### src/verilog/pvt_pkg.sv
`default_nettype none

package pvt_pkg;

    // ----------------------------------------
    // Bus widths
    // ----------------------------------------
    localparam int ADDR_W = 16;
    localparam int DATA_W = 32;

    // ----------------------------------------
    // Slot map
    // ----------------------------------------
    // Slot index sits in address bits 7:4, register index in bits 3:2
    localparam int SLOT_W    = 4;
    localparam int SLOT_LSB  = 4;
    localparam int NUM_SLOTS = 8;
    localparam int REG_W     = 2;
    localparam int REG_LSB   = 2;

    // Register offsets inside one slot
    localparam logic [REG_W-1:0] REG_CTRL   = 2'd0;
    localparam logic [REG_W-1:0] REG_STATUS = 2'd1;
    localparam logic [REG_W-1:0] REG_DATA   = 2'd2;
    localparam logic [REG_W-1:0] REG_TRIM   = 2'd3;

    // Conversion length in HCLK cycles
    localparam int CONV_CYCLES = 16;

    // AHB to APB bridge states
    typedef enum logic [2:0] {
        IDLE,
        SETUP,
        ACCESS,
        RDATA_HOLD,
        ERR1,
        ERR2
    } apb_state_t;

endpackage

`default_nettype wire

### src/verilog/pvt_apb_if.sv
`default_nettype none

interface pvt_apb_if;
    import pvt_pkg::*;

    // Request
    logic [ADDR_W-1:0] paddr;
    logic              psel;
    logic              penable;
    logic              pwrite;
    logic [DATA_W-1:0] pwdata;

    // Response, valid in the access cycle
    logic [DATA_W-1:0] prdata;
    logic              pslverr;

    modport bridge (
        output paddr, psel, penable, pwrite, pwdata,
        input  prdata, pslverr
    );

    modport mux (
        input  paddr, psel, penable, pwrite, pwdata,
        output prdata, pslverr
    );

    modport sensor (
        input  paddr, psel, penable, pwrite, pwdata,
        output prdata, pslverr
    );

endinterface

`default_nettype wire

### src/verilog/pvt_endian_swap.sv
`default_nettype none

module pvt_endian_swap #(
    parameter int BIG_ENDIAN = 0
) (
    input  wire                        i_hclk,
    input  wire                        i_hresetn,
    input  wire                        i_hsel,
    input  wire  [1:0]                 i_htrans,
    input  wire                        i_hready,
    input  wire  [2:0]                 i_hsize,
    input  wire  [pvt_pkg::DATA_W-1:0] i_hwdata,
    input  wire  [pvt_pkg::DATA_W-1:0] i_hrdata_le,
    output logic [pvt_pkg::DATA_W-1:0] o_hwdata_le,
    output logic [pvt_pkg::DATA_W-1:0] o_hrdata
);
    import pvt_pkg::*;

    // Bit 1 swaps halfwords, bit 0 swaps bytes inside each halfword
    logic [1:0] swap_ctrl;
    logic [1:0] swap_ctrl_nxt;
    logic       swap_ctrl_en;

    function automatic logic [DATA_W-1:0] swap_word(input logic [DATA_W-1:0] w,
                                                     input logic [1:0]        ctrl);
        logic [DATA_W-1:0] t;
        t = ctrl[0] ? {w[23:16], w[31:24], w[7:0], w[15:8]} : w;
        return ctrl[1] ? {t[15:0], t[31:16]} : t;
    endfunction

    assign swap_ctrl_en     = i_hsel & i_htrans[1] & i_hready;
    assign swap_ctrl_nxt[1] = (BIG_ENDIAN != 0) && (i_hsize[1:0] == 2'b10);
    assign swap_ctrl_nxt[0] = (BIG_ENDIAN != 0) && (i_hsize[1:0] != 2'b00);

    // Held for the data phase of the accepted transfer
    always_ff @(posedge i_hclk or negedge i_hresetn) begin
        if (!i_hresetn) begin
            swap_ctrl <= 2'b00;
        end else if (swap_ctrl_en) begin
            swap_ctrl <= swap_ctrl_nxt;
        end
    end

    assign o_hwdata_le = swap_word(i_hwdata, swap_ctrl);
    assign o_hrdata    = swap_word(i_hrdata_le, swap_ctrl);

endmodule

`default_nettype wire

### src/verilog/pvt_ahb_to_apb.sv
`default_nettype none

module pvt_ahb_to_apb (
    input  wire                        i_hclk,
    input  wire                        i_hresetn,
    input  wire                        i_hsel,
    input  wire  [pvt_pkg::ADDR_W-1:0] i_haddr,
    input  wire  [1:0]                 i_htrans,
    input  wire                        i_hwrite,
    input  wire                        i_hready,
    input  wire  [pvt_pkg::DATA_W-1:0] i_hwdata,
    output logic                       o_hreadyout,
    output logic [pvt_pkg::DATA_W-1:0] o_hrdata,
    output logic                       o_hresp,
    pvt_apb_if.bridge                  apb
);
    import pvt_pkg::*;

    apb_state_t        state;
    apb_state_t        state_nxt;
    logic              accept;
    logic [ADDR_W-1:0] addr_q;
    logic              write_q;
    logic [DATA_W-1:0] rdata_q;

    assign accept = i_hsel & i_htrans[1] & i_hready;

    // ----------------------------------------
    // State machine
    // ----------------------------------------
    always_comb begin
        state_nxt = state;
        case (state)
            IDLE:       state_nxt = accept ? SETUP : IDLE;
            SETUP:      state_nxt = ACCESS;
            ACCESS: begin
                if (apb.pslverr) begin
                    state_nxt = ERR1;
                end else if (write_q) begin
                    state_nxt = IDLE;
                end else begin
                    state_nxt = RDATA_HOLD;
                end
            end
            RDATA_HOLD: state_nxt = IDLE;
            ERR1:       state_nxt = ERR2;
            // Master may start the next transfer in the last error cycle
            ERR2:       state_nxt = accept ? SETUP : IDLE;
            default:    state_nxt = IDLE;
        endcase
    end

    always_ff @(posedge i_hclk or negedge i_hresetn) begin
        if (!i_hresetn) begin
            state   <= IDLE;
            write_q <= 1'b0;
        end else begin
            state <= state_nxt;
            if (accept) begin
                write_q <= i_hwrite;
            end
        end
    end

    // Address phase capture
    always_ff @(posedge i_hclk) begin
        if (accept) begin
            addr_q <= i_haddr;
        end
    end

    // Read data taken in the access cycle
    always_ff @(posedge i_hclk) begin
        if (state == ACCESS) begin
            rdata_q <= apb.prdata;
        end
    end

    // ----------------------------------------
    // Outputs
    // ----------------------------------------
    assign o_hreadyout = !(state inside {SETUP, ACCESS, RDATA_HOLD, ERR1});
    assign o_hresp     = (state == ERR1) || (state == ERR2);
    assign o_hrdata    = rdata_q;

    assign apb.paddr   = addr_q;
    assign apb.psel    = (state == SETUP) || (state == ACCESS);
    assign apb.penable = (state == ACCESS);
    assign apb.pwrite  = write_q;
    // Master holds write data stable while the bridge stalls it
    assign apb.pwdata  = i_hwdata;

endmodule

`default_nettype wire

### src/verilog/pvt_apb_slave_mux.sv
`default_nettype none

module pvt_apb_slave_mux (
    pvt_apb_if.mux    m,
    pvt_apb_if.bridge s [pvt_pkg::NUM_SLOTS]
);
    import pvt_pkg::*;

    localparam int SLOT_IDX_W = $clog2(NUM_SLOTS);

    logic [SLOT_W-1:0]    slot;
    logic [DATA_W-1:0]    slot_rdata [NUM_SLOTS];
    logic [NUM_SLOTS-1:0] slot_err;

    assign slot = m.paddr[SLOT_LSB +: SLOT_W];

    // ----------------------------------------
    // Request fan-out
    // ----------------------------------------
    for (genvar i = 0; i < NUM_SLOTS; i++) begin : g_slot
        assign s[i].paddr   = m.paddr;
        assign s[i].psel    = m.psel && (slot == SLOT_W'(i));
        assign s[i].penable = m.penable;
        assign s[i].pwrite  = m.pwrite;
        assign s[i].pwdata  = m.pwdata;

        assign slot_rdata[i] = s[i].prdata;
        assign slot_err[i]   = s[i].pslverr;
    end

    // Response return, unwired slots answer with an error
    always_comb begin
        if (int'(slot) < NUM_SLOTS) begin
            m.prdata  = slot_rdata[slot[SLOT_IDX_W-1:0]];
            m.pslverr = slot_err[slot[SLOT_IDX_W-1:0]];
        end else begin
            m.prdata  = '0;
            m.pslverr = 1'b1;
        end
    end

endmodule

`default_nettype wire

### src/verilog/pvt_sensor.sv
`default_nettype none

module pvt_sensor #(
    parameter int SENSOR_ID = 0
) (
    input  wire        i_hclk,
    input  wire        i_hresetn,
    pvt_apb_if.sensor  apb,
    output logic       o_irq
);
    import pvt_pkg::*;

    localparam int CNT_W = $clog2(CONV_CYCLES + 1);

    logic [REG_W-1:0]  reg_idx;
    logic              wr_en;
    logic              start;
    logic              ready_clr;
    logic              conv_done;
    logic [CNT_W-1:0]  count;
    logic              busy;
    logic              ready;
    logic              irq_en;
    logic [DATA_W-1:0] trim;
    logic [DATA_W-1:0] data;

    assign reg_idx   = apb.paddr[REG_LSB +: REG_W];
    assign wr_en     = apb.psel & apb.penable & apb.pwrite;
    assign start     = wr_en && (reg_idx == REG_CTRL) && apb.pwdata[0];
    assign ready_clr = wr_en && (reg_idx == REG_STATUS) && apb.pwdata[0];
    assign conv_done = (count == CNT_W'(1));
    assign busy      = (count != '0);

    // ----------------------------------------
    // Control registers and conversion
    // ----------------------------------------
    always_ff @(posedge i_hclk or negedge i_hresetn) begin
        if (!i_hresetn) begin
            irq_en <= 1'b0;
            trim   <= '0;
            count  <= '0;
            ready  <= 1'b0;
        end else begin
            if (wr_en && (reg_idx == REG_CTRL)) begin
                irq_en <= apb.pwdata[1];
            end
            if (wr_en && (reg_idx == REG_TRIM)) begin
                trim <= apb.pwdata;
            end
            // A new start restarts the count and drops a stale ready
            if (start) begin
                count <= CNT_W'(CONV_CYCLES);
            end else if (busy) begin
                count <= count - CNT_W'(1);
            end
            if (conv_done && !start) begin
                ready <= 1'b1;
            end else if (ready_clr || start) begin
                ready <= 1'b0;
            end
        end
    end

    // Result of the model: trim offset by the slot number
    always_ff @(posedge i_hclk) begin
        if (conv_done && !start) begin
            data <= trim + DATA_W'(SENSOR_ID);
        end
    end

    // ----------------------------------------
    // Read path
    // ----------------------------------------
    always_comb begin
        case (reg_idx)
            REG_CTRL:   apb.prdata = {{(DATA_W-2){1'b0}}, irq_en, 1'b0};
            REG_STATUS: apb.prdata = {{(DATA_W-2){1'b0}}, busy, ready};
            REG_DATA:   apb.prdata = data;
            default:    apb.prdata = trim;
        endcase
    end

    // DATA is read only
    assign apb.pslverr = apb.psel && apb.pwrite && (reg_idx == REG_DATA);

    assign o_irq = ready & irq_en;

endmodule

`default_nettype wire

### src/verilog/pvt_sensor_ss.sv
`default_nettype none

module pvt_sensor_ss #(
    parameter int                          BIG_ENDIAN = 0,
    parameter logic [pvt_pkg::NUM_SLOTS-1:0] SENSOR_EN  = 8'h7F
) (
    input  wire                           i_hclk,
    input  wire                           i_hresetn,
    input  wire                           i_hsel,
    input  wire  [pvt_pkg::ADDR_W-1:0]    i_haddr,
    input  wire  [1:0]                    i_htrans,
    input  wire                           i_hwrite,
    input  wire  [2:0]                    i_hsize,
    input  wire                           i_hready,
    input  wire  [pvt_pkg::DATA_W-1:0]    i_hwdata,
    output wire                           o_hreadyout,
    output wire  [pvt_pkg::DATA_W-1:0]    o_hrdata,
    output wire                           o_hresp,
    output wire  [pvt_pkg::NUM_SLOTS-1:0] o_irq
);
    import pvt_pkg::*;

    // Little-endian data between the swap stage and the bridge
    wire [DATA_W-1:0] hwdata_le;
    wire [DATA_W-1:0] hrdata_le;

    pvt_apb_if u_apb_m ();
    pvt_apb_if u_apb_s [NUM_SLOTS] ();

    // ----------------------------------------
    // AHB side
    // ----------------------------------------
    pvt_endian_swap #(
        .BIG_ENDIAN (BIG_ENDIAN)
    ) u_endian_swap (
        .i_hclk      (i_hclk),
        .i_hresetn   (i_hresetn),
        .i_hsel      (i_hsel),
        .i_htrans    (i_htrans),
        .i_hready    (i_hready),
        .i_hsize     (i_hsize),
        .i_hwdata    (i_hwdata),
        .i_hrdata_le (hrdata_le),
        .o_hwdata_le (hwdata_le),
        .o_hrdata    (o_hrdata)
    );

    pvt_ahb_to_apb u_ahb_to_apb (
        .i_hclk      (i_hclk),
        .i_hresetn   (i_hresetn),
        .i_hsel      (i_hsel),
        .i_haddr     (i_haddr),
        .i_htrans    (i_htrans),
        .i_hwrite    (i_hwrite),
        .i_hready    (i_hready),
        .i_hwdata    (hwdata_le),
        .o_hreadyout (o_hreadyout),
        .o_hrdata    (hrdata_le),
        .o_hresp     (o_hresp),
        .apb         (u_apb_m)
    );

    pvt_apb_slave_mux u_apb_slave_mux (
        .m (u_apb_m),
        .s (u_apb_s)
    );

    // ----------------------------------------
    // Sensor slots
    // ----------------------------------------
    for (genvar i = 0; i < NUM_SLOTS; i++) begin : g_slot
        if (SENSOR_EN[i]) begin : g_sensor
            pvt_sensor #(
                .SENSOR_ID (i)
            ) u_sensor (
                .i_hclk    (i_hclk),
                .i_hresetn (i_hresetn),
                .apb       (u_apb_s[i]),
                .o_irq     (o_irq[i])
            );
        end else begin : g_no_sensor
            // Empty slot always answers with an error
            assign u_apb_s[i].prdata  = '0;
            assign u_apb_s[i].pslverr = 1'b1;
            assign o_irq[i]           = 1'b0;
        end
    end

endmodule

`default_nettype wire

### config.mk
export PLATFORM = sky130hd
export DESIGN_NAME = pvt_sensor_ss
export DESIGN_NICKNAME = d
export VERILOG_FILES = /design/src/verilog/pvt_pkg.sv /design/src/verilog/pvt_apb_if.sv /design/src/verilog/pvt_endian_swap.sv /design/src/verilog/pvt_ahb_to_apb.sv /design/src/verilog/pvt_apb_slave_mux.sv /design/src/verilog/pvt_sensor.sv /design/src/verilog/pvt_sensor_ss.sv
export SDC_FILE = /design/constraint.sdc
export NUM_CORES = 1
export LEC_CHECK = 0
export BUFFER_PORTS_ARGS = -buffer_cell sky130_fd_sc_hd__clkbuf_2
export CAP_MARGIN = 20
export CORE_MARGIN = 3
export CORE_UTILIZATION = 50
export CTS_CLUSTER_SIZE = 25
export DETAILED_ROUTE_END_ITERATION = 16
export GPL_TIMING_DRIVEN = 0
export HOLD_SLACK_MARGIN = 0.02
export PLACE_DENSITY = 0.67
export SYNTH_ARGS = -nofsm -noshare
export SYNTH_HDL_FRONTEND = slang
export SYNTH_SLANG_ARGS = --single-unit
### constraint.sdc
create_clock -name i_hclk -period 4.1 [get_ports i_hclk]
set_input_delay 0.41 -clock i_hclk [delete_from_list [all_inputs] [get_ports i_hclk]]
set_output_delay 0.41 -clock i_hclk [all_outputs]
set_load 0.02 [all_outputs]
==> flow_metrics.tcl <==
set metrics [dict create \
    io_buffers 84 \
    grt_antenna_before_repair 0 \
    grt_max_degree 99 \
    ys_types 63 \
    grt.total_usage_pct 25.29 \
    worst_slew_pin_slew_ps 1067 \
    dp.cells 2921 \
    crit_required_ps 4430 \
    area_delta_synth_final_pct 13.70 \
    cts_sinks 539 \
    wl_per_cell_um 23.26 \
    hold_slack_ps 63.64 \
    ff2ff_path_depth 8 \
    finalCritPeriodShare_pct 86.63 \
    die_area_mm2 0.05584 \
    place_ws_ps 764.3 \
    drtPass1Iterations 5 \
    power_density_mw_per_mm2 504.4 \
    overflow 0 \
    power_mw 15.21 \
    cts_made_buffers 56 \
    avgSynthCellArea_um2 12.35 \
    htree_levels 2 \
    crit-reg2reg-launch "u_ahb_to_apb.apb.paddr[5]$_DFFE_PP_" \
    synth_edf_count 262 \
    outcome "finished, final reports clean" \
    drv_cap 0 \
    die_y_um 236.3 \
    min_path_type "in2reg" \
    via_per_inst 5.920 \
    instances_no_fill 3036 \
    initial_core_util_pct 51.07 \
    syn_nets 2232 \
    postRouteAntennaNets 0 \
    cp-end-kind "flop" \
    final_nets 2392 \
    rrSetupSlack_ps 550 \
    relSlewSlack_pct 28.29 \
    seqCellArea_mm2 0.01480 \
    clk_pin_slew_ps 60 \
    syn-instance-count 2147 \
    netlist_area_mm2 0.02652 \
    peakVddDrop_mv 0.4156 \
    highest_layer "met4" \
    layout-drive-gt1-share_pct 22.08 \
    fp.coreArea_mm2 0.05192 \
    layout_common_cells "277 x dfrtp_1, 262 x edfxtp_1, 211 x mux2_2" \
    worstSetupPathType "reg2reg" \
    synthArstFlopShare_pct 51.39 \
    hpwl_um 51270 \
    tritoncts "built" \
    clock-root-buffer "clkbuf_16" \
    critPathLaunchType "flop" \
    setup_slack_ps 548.1 \
    synth_ff_type "dfrtp_1" \
    final.setup_skew_ps 22.96 \
    ios 100 \
    critPathMaxFanout 10 \
    wl_um 70630 \
    hold_depth 2 \
    postSynthRegisterBits 539 \
    clock_path_buffers 3 \
    clk_latency_ps 620 \
    hold_violations 0 \
    routabilityCongestion 0.8941 \
    post_cts_resized 0 \
    wl_met3_um 4391 \
    drc_errors 0 \
    yosysWarnings 0 \
    drt-met1-wl_um 30630 \
    final_max_slew_viol_count 0 \
    dr_wl_met2_um 33840 \
    n_fill_cell 4297 \
    hold_path.startpoint "i_hwrite" \
    postLayoutCoreUtil_pct 58.07 \
    mostFrequentLayoutCell "dfrtp_1" \
    die_w_um 236.3 \
    crit_path_start "u_ahb_to_apb.apb.paddr[5]$_DFFE_PP_" \
    vias 17973 \
    grt_pass1_vias 18157 \
    arrival_ps 3880 \
    max_freq_mhz 281.5 \
    drt_iter0_markers 1685 \
    setup_viol 0 \
    power.leakage_nw 12.15 \
    multi_input_area_mm2 0.01101 \
    grt_first_pass_wirelength_um 109000 \
    rsz0062_at_grt "no" \
    std_cell_rows 83 \
    min_period_ps 3552 \
    synth.yosys.seq_area_share_pct 55.81 \
]
## synthesized netlist by cell type, drive strengths merged, types with 7 or more instances
library cell	number	share of area [%]
dfrtp	277	26
edfxtp	262	30
mux2	245	11
nand2	182	2.6
mux2i	152	5.7
xnor2	134	4.4
nor2	107	1.6
nor3	99	2.0
buf	67	1.5
nand3	59	1.1
o22ai	59	1.4
xor2	57	1.9
clkbuf	53	0.77
a21oi	46	0.87
inv	43	0.61
nand4	40	0.97
o21ai	37	0.70
a22oi	32	0.91
o211ai	31	0.88
ha	27	1.3
and3	24	0.57
and4	20	0.66
and2	16	0.38
nor2b	9	0.21
a211oi	8	0.23
a211o	7	0.23
a31oi	7	0.17
nor4	7	0.19
## what timing repair did
item | CTS | global route
hold buffers | 7 | 0
hold endpoints to repair | 67 | 0
setup buffers | 0 | 0
## metrics by stage
stage               setup TNS [ps]  instance area [um2]
CTS                              0                30140
finish                           0                30150
floorplan                        0                26520
global route                     0                30150
detailed placement               0                28070
global placement          -1099880                27790
## worst max-delay path, cell delays in order, from the launching register on
cell	delay, ps
edfxtp_1	640
nor2b_1	190
clkbuf_1	590
nand2_1	240
clkbuf_1	390
clkbuf_1	390
o22ai_1	270
nor3_1	80
nor3_1	470
## path summary, 6_finish.rpt
path / endpoint
max in group asynchronous: g_slot[4].g_sensor.u_sensor.trim[24]$_DFFE_PN0P_
min in group asynchronous: g_slot[2].g_sensor.u_sensor.count[0]$_DFFE_PN0P_
min reg2reg: g_slot[6].g_sensor.u_sensor.data[0]$_DFFE_PP_
min: u_ahb_to_apb.apb.pwrite$_DFFE_PN0P_
max reg2reg: u_ahb_to_apb.o_hrdata[10]$_SDFFCE_PP0N_
max: u_ahb_to_apb.o_hrdata[10]$_SDFFCE_PP0N_
## cells by family after synthesis
logic type	Yosys count	share of synthesized area [%]
fa+ha+maj	28	1.312
flops	539	55.81
buf+inv	163	2.859
compound gates	245	5.978
xor+xnor	191	6.308
simple gates	579	10.82
other cells	1	0.01414
mux	401	16.90
## routing by layer
layer,up-vias,GRT usage [%]
met4,0,7.202
li1,8197,-
met2,611,41.15
met5,-,0
met3,125,3.788
met1,9040,35.45
## where the power goes
group          internal (mW)  switching (mW)
registers               6.59           0.590
clock network           3.35            2.19
logic                   1.04            1.45
total                   11.0            4.23
## final cells by class
type                    instances  share of cell area [%]
repair buffers                102                   2.394
multi-input cells            1445                   36.53
diodes                          1                0.008299
flip-flops and latches        539                   49.08
clock inverters                29                   1.365
inverters                      43                  0.5353
well taps                     680                   2.822
plain buffers                 120                   1.979
clock buffers                  77                   5.283
## registers in the layout, summed over array words and instances, names as in the netlist
signal / cells
u_ahb_to_apb.apb.pwrite: 1
g_slot.g_sensor.u_sensor.irq_en: 7
u_ahb_to_apb.state: 3
g_slot.g_sensor.u_sensor.trim: 224
g_slot.g_sensor.u_sensor.ready: 7
u_ahb_to_apb.o_hrdata: 32
u_ahb_to_apb.apb.paddr: 6
g_slot.g_sensor.u_sensor.data: 224
g_slot.g_sensor.u_sensor.count: 35
Note: power is estimated with default switching activity, not from simulation.
